$ cat src/hdl/fetch_pkg.sv
/*
 * Shared constants and types for the instruction-fetch front end.
 * Imported by every RTL module and by the testbench model.
 * Holds bus widths, the reset PC, the trap vector, memory size
 * and the enums for the fetch FSM, opcodes and retire kinds.
 */

package fetch_pkg;

  // datapath widths
  localparam int XLEN   = 64;
  localparam int INST_W = 32;

  // one word below the boot address, so the first fetch lands on 0x80000000
  localparam logic [XLEN-1:0] RESET_PC = 64'h0000_0000_7fff_fffc;

  // fixed exception target
  localparam logic [XLEN-1:0] TRAP_VEC = 64'h0000_0000_8000_0100;

  // instruction memory, word indexed
  localparam int IMEM_AW    = 8;
  localparam int IMEM_DEPTH = 1 << IMEM_AW;

  // fetch FSM
  typedef enum logic [1:0] {
    IDLE = 2'b00,
    ADDR = 2'b01,
    RETN = 2'b10
  } if_state_e;

  // major opcodes the decoder cares about
  typedef enum logic [6:0] {
    OP_JAL    = 7'b1101111,
    OP_SYSTEM = 7'b1110011
  } opcode_e;

  // classification of a retired word
  typedef enum logic [1:0] {
    KIND_SEQ  = 2'b00,
    KIND_JAL  = 2'b01,
    KIND_TRAP = 2'b10
  } ret_kind_e;

endpackage
$ cat src/hdl/id_stage.sv
/*
 * Decode and redirect stage.
 * Holds one fetched word, classifies it as sequential, JAL or trap,
 * retires it on the output port and returns the next-PC grant to fetch
 * in the same cycle. Issues one kick-off grant once run is seen.
 */

`timescale 1ns/100ps

module id_stage import fetch_pkg::*; (
  input  logic              clk,
  input  logic              rst,
  input  logic              run,

  // pipeline from fetch
  input  logic              if_to_id_valid,
  input  logic [XLEN-1:0]   if_to_id_pc,
  input  logic [INST_W-1:0] if_to_id_inst,
  output logic              id_allowin,

  // next-PC grant to fetch
  input  logic              if_bj_ready,
  output logic              bj_valid,
  output logic              bj_ena,
  output logic [XLEN-1:0]   bj_pc,
  output logic              excp_jmp_ena,
  output logic [XLEN-1:0]   excp_pc,

  // retire port
  output logic              ret_valid,
  input  logic              ret_ready,
  output logic [XLEN-1:0]   ret_pc,
  output logic [INST_W-1:0] ret_inst,
  output ret_kind_e         ret_kind
);

  logic              id_valid_q;
  logic              started_q;
  logic [XLEN-1:0]   id_pc_q;
  logic [INST_W-1:0] id_inst_q;
  opcode_e           opcode;
  ret_kind_e         kind;
  logic [XLEN-1:0]   j_imm;
  logic              kick;
  logic              retire;
  logic              grant;

  assign opcode = opcode_e'(id_inst_q[6:0]);

  // compressed or otherwise non-32-bit encodings trap as illegal
  always_comb begin
    if (id_inst_q[1:0] != 2'b11) begin
      kind = KIND_TRAP;
    end else if (opcode == OP_SYSTEM) begin
      kind = KIND_TRAP;
    end else if (opcode == OP_JAL) begin
      kind = KIND_JAL;
    end else begin
      kind = KIND_SEQ;
    end
  end

  // J-type immediate, bit 0 always zero
  assign j_imm = {{(XLEN-20){id_inst_q[31]}}, id_inst_q[19:12], id_inst_q[20],
                  id_inst_q[30:21], 1'b0};

  assign kick   = run && !started_q;
  assign ret_valid = id_valid_q && if_bj_ready;
  assign retire = ret_valid && ret_ready;
  assign grant  = bj_valid && if_bj_ready;

  assign id_allowin = !id_valid_q || retire;

  // held word only grants while the retire port can take it
  assign bj_valid     = kick || (id_valid_q && ret_ready);
  assign bj_ena       = id_valid_q && (kind == KIND_JAL);
  assign bj_pc        = id_pc_q + j_imm;
  assign excp_jmp_ena = id_valid_q && (kind == KIND_TRAP);
  assign excp_pc      = TRAP_VEC;

  assign ret_pc   = id_pc_q;
  assign ret_inst = id_inst_q;
  assign ret_kind = kind;

  always_ff @(posedge clk) begin
    if (rst) begin
      id_valid_q <= 1'b0;
      started_q  <= 1'b0;
    end else begin
      if (id_allowin) begin
        id_valid_q <= if_to_id_valid;
      end
      if (kick && grant) begin
        started_q <= 1'b1;
      end
    end
  end

  always_ff @(posedge clk) begin
    if (id_allowin && if_to_id_valid) begin
      id_pc_q   <= if_to_id_pc;
      id_inst_q <= if_to_id_inst;
    end
  end

  // a stalled retire stays offered and keeps its word
  a_ret_stable: assert property (
    @(posedge clk) disable iff (rst)
    ret_valid && !ret_ready |=> ret_valid && $stable(ret_pc) && $stable(ret_inst)
  );

endmodule

$ cat config.mk
export PLATFORM = sky130hd
export DESIGN_NAME = id_stage
export DESIGN_NICKNAME = d
export VERILOG_FILES = /design/src/hdl/fetch_pkg.sv /design/src/hdl/id_stage.sv
export SDC_FILE = /design/constraint.sdc
export NUM_CORES = 1
export LEC_CHECK = 0
export ABC_CLOCK_PERIOD_IN_PS = 4700
export BUFFER_PORTS_ARGS = -buffer_cell sky130_fd_sc_hd__buf_2
export CORE_AREA = 2 2 140 142
export DETAILED_ROUTE_END_ITERATION = 7
export DIE_AREA = 0 0 142 144
export MAX_ROUTING_LAYER = met4
export PLACE_DENSITY = 0.68
export SLEW_MARGIN = 30
export SYNTH_ARGS = -nofsm -noshare
export SYNTH_HDL_FRONTEND = slang
export SYNTH_SLANG_ARGS = --single-unit
$ cat constraint.sdc
create_clock -name clk -period 4.7 [get_ports clk]
set_input_delay 0.94 -clock clk [delete_from_list [all_inputs] [get_ports clk]]
set_output_delay 0.94 -clock clk [all_outputs]
set_load 0.01 [all_outputs]
# Yosys cells after proc, flatten, opt, wreduce, memory -nomap -nowiden
# Cells that the tools add are included.
dict set report classes {
  n_addsub 1
  n_eq_ne 5
  muxes 3
  reduce_logical 13
}
# operator count
set op_table {}
lappend op_table {{$add 64x64->64} 1}
lappend op_table {{$eq 7x7->1 const B} 2}
lappend op_table {{$logic_and 1x1->1} 9}
lappend op_table {{$mux 2} 2}
lappend op_table {{$eq 2x1->1 const B} 1}
lappend op_table {{$eq 2x2->1 const B} 1}
lappend op_table {{$logic_not 1->1} 2}
lappend op_table {{$logic_or 1x1->1} 2}
lappend op_table {{$ne 2x2->1 const B} 1}
lappend op_table {{$mux 1} 1}
dict set report word_totals {
  ff_bits 98
  inputBits 102
  wordCells 26
}

# Longest topological paths before layout
# Gate-level depths: netlist of run 1.
dict set report logic_depth {
  ltp_word 6
  mapped_depth 10
  ltp_nobuf 10
}

# Worst setup path after synthesis of run 1
# Ideal clock, no wire load.
dict set report synth_path {
  path_type {reg2out}
  start {register id_inst_q[31], in the netlist ret_inst[31]}
  end {output bj_pc[62]}
  t_arrival_ns 3.276
  required_time_ns 3.760
  path_slack_ns 0.484
  stages_incl_launch_ff 11
  path_buffers 1
  cell_sequence {edfxtp_1 ha_1 buf_4 a21oi_2 o21ai_0 a211oi_1 o211ai_1 a21oi_2 o31ai_4 and4_2 a2111oi_2}
}
dict set report synth_between {
  elab_chain_len 1
}
# element line
set synth_lines {}
lappend synth_lines {{start: declaration} id_stage.sv:40} ;# logic [INST_W-1:0] id_inst_q;
lappend synth_lines {{start signal: assignment} id_stage.sv:102} ;# id_inst_q <= if_to_id_inst;
lappend synth_lines {{$add 64x64->64} id_stage.sv:77} ;# assign bj_pc = id_pc_q + j_imm;
lappend synth_lines {{end: declaration} id_stage.sv:25} ;# output logic [XLEN-1:0] bj_pc,
# No other way between the ends.

# Final worst setup path of run 1
dict set report layout_path {
  start {register id_pc_q[1], in the netlist ret_pc[1]}
  end {output bj_pc[39]}
}
dict set report layout_between {
  elab_chain_len 1
}
# element line
set layout_lines {}
lappend layout_lines {{start: declaration} id_stage.sv:39} ;# logic [XLEN-1:0] id_pc_q;
lappend layout_lines {{start signal: assignment} id_stage.sv:101} ;# id_pc_q <= if_to_id_pc;
lappend layout_lines {{$add 64x64->64} id_stage.sv:77}
# No other way between the ends.

==> results of run 1 <==
==> synth_stat cells, types with 2 or more instances <==
library cell  count
nor2b_1           2
a21o_1           19
xnor2_1          38
o211ai_2          2
a21o_2            3
a211oi_1          7
xor2_1           22
nand3_1           8
and2_1            9
or4_1             4
dfxtp_1           2
inv_1            18
a21oi_1          84
nor3_1           10
clkbuf_2          3
o211ai_1         12
nor4_1            3
a211oi_2          2
edfxtp_1         96
o31ai_1           3
nand4_1          23
buf_4            67
conb_1            2
or3_1             3
clkbuf_1          8
o21ai_1           2
nor2_1           41
o21a_1            8
buf_2            13
a21oi_2           2
a311oi_2          2
a221o_1           2
ha_1             62
and3_1            3
and4_1            4
o21ai_0          39
o221ai_1          2
nand2b_1          2
a31oi_1           7
a41oi_1           2
nand2_1          69
o21bai_1         16
==> cell families (layout without fill, tap and decap cells) <==
family,count (synthesis),count (layout),share of synthesized area (%)
AO/OA/AOI/OAI,226,226,20.05
AND/OR/NAND/NOR,185,185,12.25
buffers and inverters,109,306,9.344
flip-flops,98,98,40.12
adder cells (fa/ha/maj),63,63,10.92
XOR/XNOR,60,60,7.214
other,2,66,0.1031
==> how the worst max path moves through the flow <==
stage                 startpoint         to  cells after the start  slack (ns)
floorplan           ret_inst[31]  bj_pc[62]                     10        0.48
global placement       ret_pc[1]  bj_pc[63]                     11        0.72
detailed placement     ret_pc[1]  bj_pc[39]                     11        0.58
CTS                    ret_pc[1]  bj_pc[39]                     11        0.18
global route           ret_pc[1]  bj_pc[61]                     11       -0.01
finish                 ret_pc[1]  bj_pc[39]                     11        0.15
==> registers in the layout, indices dropped and copies added, names as in the netlist <==
register and cells:
ret_pc 64, id_valid_q 1, ret_inst 32, started_q 1
==> per-stage QoR <==
step,TNS (ns),setup slack [ns]
after floorplan,0,0.4835
after global placement,0,0.7173
after detailed placement,0,0.5771
after CTS,0,0.1778
after global routing,-0.009576,-0.009576
final,0,0.1522
==> layout make-up <==
| class | count | area [µm²] | area share [%] |
|---|---|---|---|
| Antenna cell | 2 | 5.005 | 0.05637 |
| Clock buffer | 10 | 239.0 | 2.692 |
| Clock inverter | 6 | 58.81 | 0.6623 |
| Inverter | 18 | 67.56 | 0.7610 |
| Multi-Input combinational cell | 598 | 3916 | 44.11 |
| Sequential cell | 98 | 2923 | 32.92 |
| Tap cell | 238 | 297.8 | 3.354 |
| Timing Repair Buffer | 272 | 1371 | 15.45 |
==> power by group <==
part / total (µW) / leakage (µW) / switching (µW) / internal, µW
Sequential: 1060 / 0.000939 / 32.5 / 1020
Clock: 746 / 0.000142 / 362 / 385
Combinational: 1010 / 0.00288 / 619 / 393
Total: 2820 / 0.00397 / 1010 / 1800
==> worst max-delay path: cells and delay by family (launching register included) <==
kind            cells  cell delay (ns)
xor+xnor            1             0.16
flops               1             0.41
compound gates      7             1.80
buf+inv             1             0.18
fa+ha+maj           2             0.70
==> per-layer routing <==
metal  track usage, %  share of wire (%)
met1            24.56                 43
met2            33.10                 48
met3            4.040                6.3
met4            5.579                2.0
met5                -                  0
==> summary.txt, run 1 <==
Status: complete, no violations
Placed insts: 1224
Largest net degree at the start of global routing: 41
# hold bufs at CTS: 0
Standard-cell rows: 51
Hold endpoint: started_q
Hold Path Stages: 2
Min Tclk post-route: 4.548 ns
Net total in the final layout: 1162
Area leader, netlist: edfxtp_1
Post-synthesis sequential element count: 98
Mapped Avg Cell Area: 9.804 µm²
Initial Util: 38.18%
Crit end category: output pin
Input/output buffers: 268
Leading cell types in the layout, fill and taps excluded: buf_2, edfxtp_1, a21oi_1
CP Launch Type: flip-flop
Die X: 142 µm
Number of global-route vias before repair: 6004
Max VDD drop: 0.1816 mV
Synth Flop Type: edfxtp_1
Crit-path cells: ha_1 > fa_1 > a211oi_2 > o211ai_1 > a211oi_2 > o21bai_1 > a21oi_1 > o21ai_0 > a21oi_1 > xnor2_1 > buf_2
RSZ-0062 raised after global routing: yes
CTS Root Cell: clkbuf_16
Core Area: 19080 µm²
Setup Viol. Count Final: 0
Initial antenna violation count: 2
DP HPWL: 16880 µm
P_leak: 0.003965 µW
Fin util: 46.53%
CTS tree: done
First DRT Iteration DRCs: 368
Async set or reset register ratio after synthesis: 0%
CP max-delay cell: fa_1
Syn-to-layout area delta: 21.88%
Top post-synthesis cells by area: edfxtp_1, ha_1, buf_4
Avg Vias per Cell: 5.134
Cell area after synthesis: 7284 µm²
Worst Setup Path Type: flip-flop to output pin
Synth warn: 0
PwrDens: 317.1 nW/µm²
Clock skew: 0.005144 ns
# IOs: 333
Postcts setup bufs: 0
Critical path's largest stage delay: 0.44 ns
Slew Limit Fails: 0
TritonRoute pass-1 iters: 6
Share of layout cells above drive strength 1: 30.64%
Post-DRT Antenna Nets: 0
Design area: 8879 µm²
HP Class: flip-flop to flip-flop
DRC Markers: 0
Placement Cell Area: 8576 µm²
First-pass GRT wire length: 30730 µm
Via count: 6376
Depth of the CTS H-tree: 3
Timing-limited maximum frequency: 219.9 MHz
Relative slew slack: 63.61%
Layout fillers: 1845
Cells after Synth: 743
MaxCap Viol Count: 0
Worst-path clk slew: 0.07 ns
Die Y: 144 µm
Hold WS: 0.4894 ns
Most common cell after layout, fill and taps aside: buf_2
Slew @ Worst Pin: 0.5402 ns
GP Congestion: 0.9159
Synth top area share: 39.57%
Number of gates resized after cts: 0
Final-report hold violation count: 0
Num CTS Buffers: 9
Unique masters post-synth: 59
GRT Total Usage: 19.84%
Clock buffer depth: 2
Post-synth EDFFs: 96
Arrival time of the worst setup path: 3.61 ns
Hold wc startpoint: started_q
WL/cell: 16.55 µm
Tcrit/Tclk final: 96.76%
Post-synthesis sequential area ratio: 40.12%
Clock Latency Late Sink: 0.35 ns
Final Total Pwr: 2815 µW
Routed wire length: 20560 µm
Grt total ovfl: 0
RR Endpoint: ret_inst[20]
R2r startpoint: id_valid_q
Reg2reg setup slack: 2.82 ns
R2r worst-path depth: 4
Die area: 20450 µm²
CP Max Fanout: 3
Post-route insts no fill: 1242
CP required: 3.76 ns
Clock sink count: 98
(Power assumes the default switching activity.)
==> run 2, diff against run 1 <==
SETUP_SLACK_MARGIN = 0.3   (was default)
==> summary.txt, run 2 (synthesized netlist as in run 1, its figures left out) <==
Clock buffer depth: 2 (unchanged)
Post-DRT Antenna Nets: 0 (unchanged)
Clock Latency Late Sink: 0.35 ns (about the same)
Input/output buffers: 268 (unchanged)
Die Y: 144 µm (unchanged)
DP HPWL: 16880 µm (unchanged)
First-pass GRT wire length: 30820 µm (+0.27%)
Most common cell after layout, fill and taps aside: buf_2
Clock sink count: 98 (unchanged)
WL/cell: 16.59 µm (+0.24%)
Routed wire length: 20660 µm (+0.49%)
Net total in the final layout: 1165 (+0.26%)
Layout fillers: 1831 (-0.76%)
Clock skew: 0.005825 ns (+0.0006813 ns)
Standard-cell rows: 51 (unchanged)
DRC Markers: 0 (unchanged)
Setup Viol. Count Final: 0 (unchanged)
CTS Root Cell: clkbuf_16
Num CTS Buffers: 9 (unchanged)
GRT Total Usage: 19.88% (+0.044 points)
Largest net degree at the start of global routing: 41 (unchanged)
Setup TNS: 0 ns (unchanged)
CP Launch Type: flip-flop
Min Tclk post-route: 4.265 ns (-0.2824 ns)
Avg Vias per Cell: 5.149 (+0.31%)
Slew @ Worst Pin: 0.5379 ns (-0.002270 ns)
CTS tree: done
Relative slew slack: 63.76% (+0.15 points)
Arrival time of the worst setup path: 3.33 ns (-0.28 ns)
CP Max Fanout: 3 (unchanged)
# IOs: 333 (unchanged)
Max VDD drop: 0.1797 mV (-1.0%)
R2r worst-path depth: 4 (unchanged)
Worst-path clk slew: 0.07 ns (about the same)
R2r startpoint: id_valid_q
Final-report hold violation count: 0 (unchanged)
P_leak: 0.003972 µW (+0.18%)
Tcrit/Tclk final: 90.75% (-6.0 points)
Share of layout cells above drive strength 1: 33.33% (+2.7 points)
Post-route insts no fill: 1245 (+0.24%)
Max reg flops: 64 (unchanged)
Number of global-route vias before repair: 6030 (+0.43%)
Syn-to-layout area delta: 23.81%
HP Class: flip-flop to flip-flop
Die X: 142 µm (unchanged)
First DRT Iteration DRCs: 298 (-19%)
Worst Setup SP: ret_pc[1]
Reg2reg setup slack: 2.82 ns (about the same)
Depth of the CTS H-tree: 3 (unchanged)
Initial Util: 38.18% (unchanged)
Grt total ovfl: 0 (unchanged)
CP endpoint: bj_pc[63]
CP required: 3.76 ns (about the same)
RSZ-0062 raised after global routing: no
CP max-delay cell: edfxtp_1
CP most frequent cell: a211oi_2
Via count: 6411 (+0.55%)
Worst Setup Path Type: flip-flop to output pin
Crit end category: output pin
Initial antenna violation count: 2 (unchanged)
GP Congestion: 0.9159 (unchanged)
MaxCap Viol Count: 0 (unchanged)
Core Area: 19080 µm² (unchanged)
Timing-limited maximum frequency: 234.4 MHz (+6.6%)
Status: complete, no violations
Critical path's largest stage delay: 0.41 ns (-0.03 ns)
TritonRoute pass-1 iters: 5 (-1)
Leading cell types in the layout, fill and taps excluded: buf_2, edfxtp_1, a21oi_1
# hold bufs at CTS: 0 (unchanged)
Placed insts: 1224 (unchanged)
Die area: 20450 µm² (unchanged)
Slew Limit Fails: 0 (unchanged)
RR Endpoint: ret_inst[20]
Crit-path cells: ha_2 > fa_2 > a211oi_2 > o211ai_1 > a211oi_2 > o21bai_2 > a21o_1 > a31o_2 > a311oi_2 > xnor2_1 > buf_2
PwrDens: 314.7 nW/µm² (-0.77%)
run 2: how the worst min path moves through the flow:
stage,startpoint,end,cells past startpoint,slack [ns]
3_3_place_gp,started_q,started_q,2,0.45
4_1_cts,started_q,started_q,2,0.48
2_1_floorplan,started_q,started_q,2,0.43
5_1_grt,started_q,started_q,2,0.50
3_5_place_dp,started_q,started_q,2,0.46
6_report,started_q,started_q,2,0.49
run 2: critical path: cells and delay by family (launching register included):
family                   cells  cell delay, ns
flip-flops                   1            0.41
XOR/XNOR                     1            0.15
AO/OA/AOI/OAI                7            1.66
buffers and inverters        1            0.15
adder cells (fa/ha/maj)      2            0.60
run 2: layout make-up:
| class | instances | area [µm²] | area share (%) |
|---|---|---|---|
| clock buffer | 10 | 239.0 | 2.650 |
| clock inverter | 6 | 58.81 | 0.6521 |
| sequential | 98 | 2923 | 32.41 |
| antenna | 2 | 5.005 | 0.05549 |
| multi-input combinational | 598 | 4026 | 44.64 |
| inverter | 18 | 67.56 | 0.7492 |
| tap | 238 | 297.8 | 3.302 |
| timing repair buffer | 275 | 1401 | 15.54 |
run 2: per-stage QoR:
step                      setup slack, ns  util [%]  hold slack, ns  power, µW  area [µm²]
after CTS                          0.3451     46.64          0.4777       2839        8899
after floorplan                    0.4835         -          0.4316       1753        7517
after global placement             0.7173     44.95          0.4506       2081        8576
after global routing               0.3005     47.27          0.4975       2997        9019
after detailed placement           0.5771     44.95          0.4569       2086        8576
final                              0.4346     47.27          0.4893       2838        9019
run 2: what timing repair did:
item                       4_1_cts  5_1_grt
pin swaps                        2        6
setup endpoints to repair        6       11
buffers inserted                 1        2
gates resized for setup          4       26
run 2: power by group:
group	total [µW]	internal (µW)	switching (µW)
Combinational	1040	410	626
Clock	744	384	360
Sequential	1060	1020	33.6
Total	2840	1820	1020
run 2: layer usage:
layer	global-route usage, %	vias to the layer above	wire (µm)	share of wire [%]
met1	24.60	2951	8883	43
met5	-	-	0	0
met4	5.579	0	403	2.0
li1	-	3163	-	-
met2	33.21	270	10070	49
met3	4.040	27	1300	6.3
