### config.mk
export PLATFORM = sky130hd
export DESIGN_NAME = if_stage
export DESIGN_NICKNAME = d
export VERILOG_FILES = /design/src/hdl/fetch_pkg.sv /design/src/hdl/if_stage.sv
export SDC_FILE = /design/constraint.sdc
export NUM_CORES = 1
export LEC_CHECK = 0
export BUFFER_PORTS_ARGS = -buffer_cell sky130_fd_sc_hd__buf_2
export CORE_MARGIN = 2
export CORE_UTILIZATION = 40
export CTS_CLUSTER_DIAMETER = 60
export DETAILED_ROUTE_END_ITERATION = 12
export HOLD_SLACK_MARGIN = 0.08
export PLACE_DENSITY = 0.74
export SLEW_MARGIN = 20
export SYNTH_ARGS = -nofsm -noshare
export SYNTH_HDL_FRONTEND = slang
export SYNTH_SLANG_ARGS = --single-unit
### constraint.sdc
create_clock -name clk -period 4.1 [get_ports clk]
set_input_delay 0.41 -clock clk [delete_from_list [all_inputs] [get_ports clk]]
set_output_delay 0.41 -clock clk [all_outputs]
set_load 0.03 [all_outputs]
### src/hdl/fetch_pkg.sv
/*
 * Shared constants and types for the instruction-fetch front end.
 * Imported by every RTL module and by the testbench model.
 * Holds bus widths, the reset PC, the trap vector, memory size
 * and the enums for the fetch FSM, opcodes and retire kinds.
 */

package fetch_pkg;

  // datapath widths
  localparam int XLEN   = 64;
  localparam int INST_W = 32;

  // one word below the boot address, so the first fetch lands on 0x80000000
  localparam logic [XLEN-1:0] RESET_PC = 64'h0000_0000_7fff_fffc;

  // fixed exception target
  localparam logic [XLEN-1:0] TRAP_VEC = 64'h0000_0000_8000_0100;

  // instruction memory, word indexed
  localparam int IMEM_AW    = 8;
  localparam int IMEM_DEPTH = 1 << IMEM_AW;

  // fetch FSM
  typedef enum logic [1:0] {
    IDLE = 2'b00,
    ADDR = 2'b01,
    RETN = 2'b10
  } if_state_e;

  // major opcodes the decoder cares about
  typedef enum logic [6:0] {
    OP_JAL    = 7'b1101111,
    OP_SYSTEM = 7'b1110011
  } opcode_e;

  // classification of a retired word
  typedef enum logic [1:0] {
    KIND_SEQ  = 2'b00,
    KIND_JAL  = 2'b01,
    KIND_TRAP = 2'b10
  } ret_kind_e;

endpackage
### src/hdl/if_stage.sv
/*
 * Instruction fetch stage.
 * Waits in IDLE for a next-PC grant from decode, issues one word read
 * on the instruction bus, then hands the returned word and its PC to
 * decode through a valid/allowin pipeline register.
 */

`timescale 1ns/100ps

module if_stage import fetch_pkg::*; (
  input  logic              clk,
  input  logic              rst,

  // pipeline to decode
  output logic              if_to_id_valid,
  output logic [XLEN-1:0]   if_to_id_pc,
  output logic [INST_W-1:0] if_to_id_inst,
  input  logic              id_allowin,

  // next-PC grant from decode
  output logic              if_bj_ready,
  input  logic              bj_valid,
  input  logic              bj_ena,
  input  logic [XLEN-1:0]   bj_pc,
  input  logic              excp_jmp_ena,
  input  logic [XLEN-1:0]   excp_pc,

  // instruction bus
  output logic              ibus_valid,
  input  logic              ibus_ready,
  input  logic [XLEN-1:0]   ibus_data,
  output logic [XLEN-1:0]   ibus_addr
);

  if_state_e         state_q;
  if_state_e         state_d;
  logic [XLEN-1:0]   next_pc;
  logic              bj_hs;
  logic              bus_hs;
  logic              if_allowin;
  logic              if_accept;
  logic              if_valid_q;
  logic [XLEN-1:0]   if_pc_q;
  logic [INST_W-1:0] if_inst_q;

  assign if_bj_ready = (state_q == IDLE);
  assign ibus_valid  = (state_q == ADDR);
  assign bj_hs       = bj_valid && if_bj_ready;
  assign bus_hs      = ibus_valid && ibus_ready;

  // output register can take a word when empty or when decode drains it
  assign if_allowin = !if_valid_q || id_allowin;
  assign if_accept  = (state_q == RETN) && if_allowin;

  // exception first, then taken jump, else fall through
  assign next_pc = excp_jmp_ena ? excp_pc :
                   bj_ena       ? bj_pc   :
                   if_pc_q + 64'd4;

  always_comb begin
    state_d = state_q;
    case (state_q)
      IDLE:    if (bj_hs) state_d = ADDR;
      ADDR:    if (bus_hs) state_d = RETN;
      RETN:    if (if_accept) state_d = IDLE;
      default: state_d = IDLE;
    endcase
  end

  always_ff @(posedge clk) begin
    if (rst) begin
      state_q <= IDLE;
    end else begin
      state_q <= state_d;
    end
  end

  // address follows the grant inputs while idle, frozen from ADDR on
  always_ff @(posedge clk) begin
    if (state_q == IDLE) begin
      ibus_addr <= next_pc;
    end
  end

  always_ff @(posedge clk) begin
    if (rst) begin
      if_valid_q <= 1'b0;
    end else if (if_allowin) begin
      if_valid_q <= (state_q == RETN);
    end
  end

  // PC of the last fetched word; seeds the sequential next PC
  always_ff @(posedge clk) begin
    if (rst) begin
      if_pc_q <= RESET_PC;
    end else if (if_accept) begin
      if_pc_q <= ibus_addr;
    end
  end

  always_ff @(posedge clk) begin
    if (if_accept) begin
      if_inst_q <= ibus_data[INST_W-1:0];
    end
  end

  assign if_to_id_valid = if_valid_q;
  assign if_to_id_pc    = if_pc_q;
  assign if_to_id_inst  = if_inst_q;

  // request address must hold until the slave takes it
  a_addr_stable: assert property (
    @(posedge clk) disable iff (rst)
    ibus_valid && !ibus_ready |=> $stable(ibus_addr)
  );

endmodule

**Word level (Yosys, flattened, before mapping)**

Index checks and enable logic that the tools add are counted.

- Add/sub/neg operators: 1
- Equality and inequality tests: 5
- Multiplexer cells: 6
- Reductions and logical operators: 7

Operators with widths:

| kind | number |
|---|---|
| $mux 64 | 2 |
| $add 64x3->64 const B | 1 |
| $mux 2 | 3 |
| $pmux 2 s3 | 1 |
| $ne 2x1->1 const B | 2 |
| $logic_and 1x1->1 | 3 |
| $reduce_and 3->1 | 1 |
| $eq 2x1->1 const B | 1 |
| $eq 2x2->1 const B | 1 |
| $logic_not 2->1 | 1 |
| $ne 2x2->1 const B | 1 |
| $logic_not 1->1 | 1 |
| $logic_or 1x1->1 | 1 |

- Register bits: 163
- Input port bits: 199
- Output and inout bits: 163
- Word-level logic and storage cells: 24

**Longest topological paths before layout**

Gate-level depths: netlist (run 1).

- Depth in word-level cells: 5
- Gate-level depth with buffers: 8
- Gate-level depth less buffers: 6

**Least setup slack after synthesis (run 1)**

No wires, ideal clock.

- Path type: reg-to-reg
- Start point: reg state_q[1]
- End point: reg ibus_addr[0], enable pin
- Setup time: 0.504 ns
- Arrival: 3.384 ns
- Required time: 3.596 ns
- Slack: 0.212 ns
- Stages on the path, launching flop included: 2
- Path buffers: 0
- Period minus slack after synthesis: 3.888 ns
- Cells stage by stage: dfxtp_1 nor2_1

- Cells in the longest elaborated chain, start to end: 1

Ends and longest elaborated chain:

| what | RTL line | text |
|---|---|---|
| start, declared | if_stage.sv:35 | `if_state_e state_q;` |
| start signal, assigned | if_stage.sv:74 | `state_q <= state_d;` |
| $logic_not 2->1 | - |  |
| named net if_bj_ready | if_stage.sv:21 | `output logic if_bj_ready,` |
| end signal, assigned | if_stage.sv:81 | `ibus_addr <= next_pc;` |
| end, declared | if_stage.sv:32 | `output logic [XLEN-1:0] ibus_addr` |

The timed path passes the listed nets, and every way through them passes these cells.
A chain may end at the register's enable or synchronous reset.

**Worst setup path after layout (run 1)**

- Start point: reg if_pc_q[2], in the netlist if_to_id_pc[2]
- End point: reg ibus_addr[56] (data pin)

- Cells in the longest elaborated chain, start to end: 3

Ends and longest elaborated chain:

| what | RTL line | text |
|---|---|---|
| start, declared | if_stage.sv:43 | `logic [XLEN-1:0] if_pc_q;` |
| start signal, assigned | if_stage.sv:98 | `if_pc_q <= ibus_addr;` |
| $add 64x3->64 | if_stage.sv:58 | `if_pc_q + 64'd4;` |
| $mux 64 | if_stage.sv:57 | `bj_ena ? bj_pc :` |
| $mux 64 | if_stage.sv:56 | `assign next_pc = excp_jmp_ena ? excp_pc :` |
| named net next_pc[56] | if_stage.sv:37 | `logic [XLEN-1:0] next_pc;` |

The timed path passes the listed nets, and every way through them passes these cells.

==> results of run 1 <==
[worst max-delay path, delay by kind of cell (launching register included)]
| family | cells | cell delay [ns] |
|---|---|---|
| simple gates | 5 | 1.85 |
| flops | 1 | 0.41 |
| fa+ha+maj | 1 | 0.31 |
[layout make-up]
class / instances / share of cell area (%)
Clock buffer: 18 / 4.02
Tap cell: 270 / 3.17
Multi-Input combinational cell: 623 / 34.9
Inverter: 9 / 0.328
Timing Repair Buffer: 342 / 16.4
Sequential cell: 163 / 39.6
Clock inverter: 14 / 1.57
[stage by stage]
stage	std cells	area [µm²]	setup slack [ns]	hold WS [ns]	total power [W]
finish	1439	10700	1.38	0.157	0.00448
global route	1439	10700	1.14	0.130	0.00465
CTS	1439	10700	1.33	0.142	0.00451
detailed placement	1407	10100	1.35	0.462	0.00287
global placement	1407	10100	1.38	0.454	0.00285
floorplan	855	8180	0.212	0.463	0.00253
[sequential cells by signal, indices dropped and copies added, names as in the netlist]
register,cells
if_to_id_inst,32
state_q,2
if_to_id_pc,64
ibus_addr,64
if_to_id_valid,1
[layout by cell type, fill, tap and decap left out, types with 9 or more instances in the layout]
cell | netlist | final
sky130_fd_sc_hd__or3_1 | 12 | 12
sky130_fd_sc_hd__o22ai_1 | 12 | 12
sky130_fd_sc_hd__o21ai_0 | 13 | 13
sky130_fd_sc_hd__a22oi_1 | 20 | 20
sky130_fd_sc_hd__and3_1 | 10 | 10
sky130_fd_sc_hd__nand4_1 | 27 | 27
sky130_fd_sc_hd__and4_1 | 9 | 9
sky130_fd_sc_hd__mux2i_1 | 38 | 38
sky130_fd_sc_hd__nor3_1 | 26 | 26
sky130_fd_sc_hd__nor2_1 | 19 | 17
sky130_fd_sc_hd__nand3_1 | 32 | 32
sky130_fd_sc_hd__dfxtp_1 | 67 | 67
sky130_fd_sc_hd__clkbuf_16 | 0 | 17
sky130_fd_sc_hd__nand2_1 | 194 | 193
sky130_fd_sc_hd__a21oi_1 | 58 | 58
sky130_fd_sc_hd__and2_1 | 18 | 18
sky130_fd_sc_hd__nor3b_1 | 11 | 11
sky130_fd_sc_hd__xnor2_1 | 12 | 12
sky130_fd_sc_hd__edfxtp_1 | 96 | 96
sky130_fd_sc_hd__buf_2 | 3 | 328
sky130_fd_sc_hd__a221o_1 | 9 | 9
sky130_fd_sc_hd__buf_4 | 0 | 14
sky130_fd_sc_hd__nand3b_1 | 29 | 29
[path summary, 6_finish.rpt]
check / start / endpoint / slack [ns] / cells past startpoint
worst max-delay path: if_to_id_pc[2] / ibus_addr[56] / 1.38 / 6
worst min-delay path: ibus_data[9] / if_to_id_inst[9] / 0.16 / 1
worst max register to register: if_to_id_pc[2] / ibus_addr[56] / 1.38 / 6
worst min register to register: ibus_addr[9] / if_to_id_pc[9] / 0.47 / 1
[synth_stat cells, drive strengths merged (4+ instances only)]
master / n
a21oi: 58
a221o: 9
a222oi: 5
a22o: 5
a22oi: 20
a31oi: 7
and2: 18
and3: 10
and4: 9
buf: 10
clkbuf: 50
dfxtp: 67
edfxtp: 96
inv: 9
mux2i: 38
nand2: 194
nand3: 32
nand3b: 29
nand4: 30
nand4b: 7
nor2: 19
nor2b: 4
nor3: 27
nor3b: 11
nor4: 10
o21ai: 13
o22ai: 12
or3: 12
or4: 7
xnor2: 12
xor2: 6
[cells by family after synthesis]
family	Yosys count	synth area share, %
adder cells (fa/ha/maj)	1	0.153
multiplexers	40	4.93
flip-flops	163	51.6
buffers and inverters	69	3.21
AO/OA/AOI/OAI	137	10.7
AND/OR/NAND/NOR	427	27.4
XOR/XNOR	18	1.93
[metal layers]
layer | global-route usage, % | vias to the layer above | routed length (µm)
met5 | 0 | - | 0
met4 | 7.98 | 0 | 619
met3 | 6.12 | 39 | 2490
met2 | 43.4 | 429 | 13800
met1 | 32.3 | 3841 | 11400
li1 | - | 3756 | -
[report_power, final]
| group | total [W] | internal, W | switching, W |
|---|---|---|---|
| logic | 0.000897 | 0.000292 | 0.000605 |
| registers | 0.00194 | 0.00186 | 0.0000761 |
| clock network | 0.00165 | 0.000919 | 0.000728 |
==> results.md, run 1 <==
• **result of the run** finished, final reports clean
• **Cell Pwr Density** 420 nW/µm²
• **peak supply drop** 261 µV
• **cts bufs inserted** 17
• **CTS tree** yes
• **crit-path cells** ha_1 > nand4_1 > nor4_4 > nand4_1 > or4_1 > nand3_1
• **clock-pin slew reported for the worst setup and hold paths after clock tree synthesis** 0.07 ns
• **worst path required time** 4.39 ns
• **number of DRC markers in iteration 0** 684
• **post-route DRC violation count** 0
• **area growth from synthesis to layout** 30.4%
• **final worst clock skew** 0.00666 ns
• **floorplan core area** 20200 µm²
• **share of flip-flops with an asynchronous set or reset** 0%
• **Crit. End Element** flip-flop
• **max-slew violation count** 0
• **Synthesis Warnings** 0
• **I/O Buffers** 329
• **final-layout setup total negative slack** 0 ns
• **routed len/inst** 19.6 µm
• **worst-case clock buffer depth** 2
• **number of global-route vias before repair** 7700
• **share of the synthesized area in the top cell type** 35.2%
• **Worst-Margin Slew** 1.08 ns
• **quantity of gates resized following cts** 0
• **detailed-router iteration count before antenna repair** 9
• **Period minus WS final** 2.72 ns
• **largest incremental delay on the critical path** 0.58 ns
• **number of hold violations in the final report** 0
• **unrepaired setup endpoints after global routing** false
• **Die Ht** 147 µm
• **min-delay worst type** primary input to flip-flop
• **library cells used by synthesis** 50
• **leading register cell type out of synthesis** sky130_fd_sc_hd__edfxtp_1
• **total of flip-flops plus latches after synthesis** 163
• **Post-Syn Instances** 855
• **total area of multi-input combinational cells** 3730 µm²
• **post-synthesis area per instance** 9.57 µm²
• **number of vias after detailed routing** 8065
• **initial core utilization** 40.6%
• **ratio of cells with drive above 1 in the final layout** 33.4%
• **max cap viols** 0
• **cell mode on critical path** sky130_fd_sc_hd__nand4_1
• **count of flip-flops with a built-in enable after synthesis** 96
• **leading area contributor after synthesis** sky130_fd_sc_hd__edfxtp_1
• **Sink Count** 163
• **initial antenna violation count** 0
• **number of buffers inserted to repair setup after CTS** 0
• **worst setup path category** flip-flop to flip-flop
• **IO Pins** 362
• **sum of routed wire length over all layers** 28300 µm
• **# H-tree levels** 4
• **Ant. Diodes** 0
• **cell types occupying the most area after synthesis** sky130_fd_sc_hd__edfxtp_1, sky130_fd_sc_hd__dfxtp_1, sky130_fd_sc_hd__nand2_1, sky130_fd_sc_hd__mux2i_1, sky130_fd_sc_hd__a21oi_1
• **arrival time of the worst setup path** 3.01 ns
• **register area share after synthesis** 51.6%
• **post-route clock period utilization** 66.4%
• **antenna-violating nets left** 0
• **Critical Path Source Type** flip-flop
• **first-pass GRT wire length** 43000 µm
• **maximum number of pins on one net before global-route repair** 70
• **source-to-sink clock delay at the later pin of the worst-skew pair** 0.42 ns
• **grt total ovfl** 0
• **worst-path maximum fanout** 9
• **via/cell ratio** 5.60
• **CTS Root Buffer Type** sky130_fd_sc_hd__clkbuf_16
• **hold buffers post-CTS** 0
• **area used by sequential logic in the layout** 4220 µm²
• **half-perimeter wire length of the detailed placement result** 19800 µm
• **routability-driven placement congestion ratio** 0.858
• **reported leakage power** 4.70 nW
• **area enclosed by the die boundary** 21600 µm²
• **utilization after layout** 52.9%
• **syn nets** 1055
• **global-route total usage across every layer** 25.5%
• **Netlist Area Pre-Place** 8180 µm²
• **final setup vio count** 0
• **die extent in x** 147 µm
• **worst slew slack as a fraction of its limit** 27.7%
• **final net count** 1356
• **Fillers** 1841
• **row cnt** 52
• **cell with the largest stage delay on the worst path** sky130_fd_sc_hd__nor4_4
• **fmax** 368 MHz
(Power assumes the default switching activity.)
==> run 2: changes to the inputs <==
- ABC_AREA: unset -> 1
- PLACE_DENSITY: 0.74 -> 0.73
- clock period: 4.1 -> 2.75 ns (I/O delays scaled with it)
==> results.md, run 2 <==
• **number of buffers inserted to repair setup after CTS** 0, unchanged
• **reported leakage power** 5.52 nW, +17%
• **leading area contributor after synthesis** sky130_fd_sc_hd__edfxtp_1
• **worst path required time** 2.96 ns, -1.43 ns
• **antenna-violating nets left** 0, unchanged
• **half-perimeter wire length of the detailed placement result** 26900 µm, +36%
• **count of flip-flops with a built-in enable after synthesis** 96, unchanged
• **cell types occupying the most area after synthesis** sky130_fd_sc_hd__edfxtp_1, sky130_fd_sc_hd__nand2_1, sky130_fd_sc_hd__dfxtp_1, sky130_fd_sc_hd__nor2_1, sky130_fd_sc_hd__nand3_1
• **quantity of gates resized following cts** 0, unchanged
• **post-route DRC violation count** 0, unchanged
• **IO Pins** 362, unchanged
• **unrepaired setup endpoints after global routing** false
• **dominant delay contributor by cell family on the critical path** simple AND/OR/NAND/NOR gates
• **global-route total usage across every layer** 29.1%, +3.5 points
• **die extent in x** 152 µm, +3.5%
• **final worst clock skew** 0.0209 ns, +0.0143 ns
• **Buffers & Inverters on Critical Path** 2, +2
• **crit-path cells** ha_1 > inv_1 > nor2_4 > nand3_2 > inv_1 > nand2_1 > o21ai_1 > nand3_1 > nand2_1 > nand2_1
• **commonest cells after routing, fill and taps aside** sky130_fd_sc_hd__nand2_1, sky130_fd_sc_hd__buf_2, sky130_fd_sc_hd__nor2_1, sky130_fd_sc_hd__edfxtp_1, sky130_fd_sc_hd__nand3_1
• **Sink Count** 163, unchanged
• **I/O Buffers** 329, unchanged
• **share of the synthesized area in the top cell type** 32.9%, -2.4 points
• **worst slew slack as a fraction of its limit** 46.8%, +19 points
• **worst-case clock buffer depth** 2, unchanged
• **most instantiated cells after synthesis** sky130_fd_sc_hd__nand2_1, sky130_fd_sc_hd__nor2_1, sky130_fd_sc_hd__edfxtp_1
• **via/cell ratio** 5.03, -10%
• **leading register cell type out of synthesis** sky130_fd_sc_hd__edfxtp_1
• **most frequently used cell type in the post-synthesis netlist** sky130_fd_sc_hd__nand2_1
• **fmax** 440 MHz, +20%
• **final setup vio count** 0, unchanged
• **number of hold violations in the final report** 0, unchanged
• **commonest non-fill, non-tap cell in the layout** sky130_fd_sc_hd__nand2_1
• **post-synthesis area per instance** 7.29 µm², -24%
• **Netlist Area Pre-Place** 8770 µm², +7.3%
• **# H-tree levels** 4, unchanged
• **routability-driven placement congestion ratio** 0.984, +15%
• **cell with the largest stage delay on the worst path** sky130_fd_sc_hd__dfxtp_1
• **post-route clock period utilization** 82.6%, +16 points
• **met2 layer wire length in the routed design** 17000 µm, +24%
• **floorplan core area** 21700 µm², +7.5%
• **area growth from synthesis to layout** 32.5%
• **clock-pin slew reported for the worst setup and hold paths after clock tree synthesis** 0.07 ns, about the same
• **Crit. End Element** flip-flop
• **initial antenna violation count** 0, unchanged
• **sum of routed wire length over all layers** 34200 µm, +21%
• **min-delay worst type** primary input to flip-flop
• **worst setup path category** flip-flop to flip-flop
• **max-slew violation count** 0, unchanged
• **routed wire length on met3** 2040 µm, -18%
• **CTS tree** yes
• **detailed-route wire length on metal 1** 14300 µm, +25%
• **final hold slack** 0.0950 ns, -0.0617 ns
• **Ant. Diodes** 0, unchanged
• **worst-path maximum fanout** 5, -4
• **R2R setup slack** 0.48 ns, -0.90 ns
• **source-to-sink clock delay at the later pin of the worst-skew pair** 0.45 ns, +0.03 ns
• **Synthesis Warnings** 0, unchanged
• **result of the run** finished, final reports clean
• **final-layout setup total negative slack** 0 ns, unchanged
• **largest incremental delay on the critical path** 0.43 ns, -0.15 ns
• **total of flip-flops plus latches after synthesis** 163, unchanged
• **first-pass GRT wire length** 51800 µm, +20%
• **number of DRC markers in iteration 0** 707, +3.4%
• **library cells used by synthesis** 31, -38%
• **grt total ovfl** 0, unchanged
• **area enclosed by the die boundary** 23100 µm², +7.1%
• **register area share after synthesis** 48.1%, -3.5 points
• **detailed-router iteration count before antenna repair** 5, -4
• **Worst-Margin Slew** 0.798 ns, -0.284 ns
• **ratio of cells with drive above 1 in the final layout** 25.9%, -7.5 points
• **maximum number of pins on one net before global-route repair** 107, +53%
• **arrival time of the worst setup path** 2.48 ns, -0.53 ns
• **cell mode on critical path** sky130_fd_sc_hd__nand2_1
• **Period minus WS final** 2.27 ns, -0.449 ns
• **CTS Root Buffer Type** sky130_fd_sc_hd__clkbuf_16
• **number of vias after detailed routing** 9279, +15%
• **initial core utilization** 40.5%, -0.10 points
• **number of global-route vias before repair** 8977, +17%
• **peak supply drop** 361 µV, +38%
• **max cap viols** 0, unchanged
• **Die Ht** 152 µm, +3.5%
• **Post-Syn Instances** 1204, +41%
• **hold buffers post-CTS** 34, +34
• **uppermost signal routing layer after detailed routing** met4
• **final net count** 1750, +29%
• **share of flip-flops with an asynchronous set or reset** 0%, unchanged
• **row cnt** 54, +3.8%
• **routed len/inst** 18.6 µm, -5.5%
• **cts bufs inserted** 17, unchanged
• **Critical Path Source Type** flip-flop
• **Cell Pwr Density** 618 nW/µm², +47%
• **syn nets** 1404, +33%
## run 2: cell types whose count changed in the layout (fill, tap and decap cells not counted), sizes merged, moves of 13 or more
cell / delta
nor2: +218
nor3: -23
nand4: -13
nand3: +57
nand2: +200
dlygate4sd3: +34
and2: -18
a22oi: -20
xor2: +13
o21ai: +53
nand3b: -28
mux2i: -38
inv: +80
## run 2: layer usage
metal / global-route usage [%] / vias up
li1: - / 4588
met5: 0 / -
met1: 36.4 / 4286
met3: 5.48 / 45
met4: 9.70 / 0
met2: 50.5 / 360
## run 2: cells by family (layout without fill, tap and decap cells)
group / Yosys count / in the layout / share of synthesized area, %
AO/OA/AOI/OAI: 138 / 138 / 8.17
adder cells (fa/ha/maj): 1 / 1 / 0.143
AND/OR/NAND/NOR: 742 / 742 / 35.1
buffers and inverters: 134 / 493 / 5.85
flip-flops: 163 / 163 / 48.1
XOR/XNOR: 26 / 26 / 2.60
## run 2: cell type report
class	count	area (µm²)
fillers	2154	10100
flip-flops and latches	163	4220
multi-input cells	907	4050
repair buffers	375	2120
clock buffers	17	425
well taps	280	350
inverters	86	323
clock inverters	15	140
## run 2: per-stage QoR
stage          worst slack (ns)  utilization [%]  total power, W  std cells  instance area, µm²
2_1_floorplan            0.0863                -         0.00411       1204                8780
3_3_place_gp              0.545             49.4         0.00483       1777               10700
3_5_place_dp              0.504             49.4         0.00485       1777               10700
4_1_cts                   0.495             53.6         0.00721       1843               11600
5_1_grt                   0.308             53.6         0.00748       1843               11600
6_report                  0.478             53.6         0.00719       1843               11600
## run 2: worst register-to-register path, delay by kind of cell (launching register included)
kind                       cells  cell delay [ns]
AOI/OAI and AO/OA              1             0.17
adders and majority gates      1             0.28
DFF                            1             0.43
buffers and inverters          2             0.28
and+or+nand+nor                6             0.88
## run 2: path summary, 6_finish.rpt
check / from / end / cells past startpoint
hold reg to reg: ibus_addr[11] / if_to_id_pc[11] / 2
setup reg to reg: if_to_id_pc[3] / ibus_addr[60] / 10
setup / recovery: if_to_id_pc[3] / ibus_addr[60] / 10
hold / removal: excp_pc[46] / ibus_addr[46] / 3
## run 2: report_power, final
part | internal, W | total [W] | leakage [nW] | switching (W)
Sequential | 0.00280 | 0.00294 | 1.49 | 0.000138
Combinational | 0.000547 | 0.00191 | 3.75 | 0.00136
Clock | 0.00120 | 0.00235 | 0.277 | 0.00115
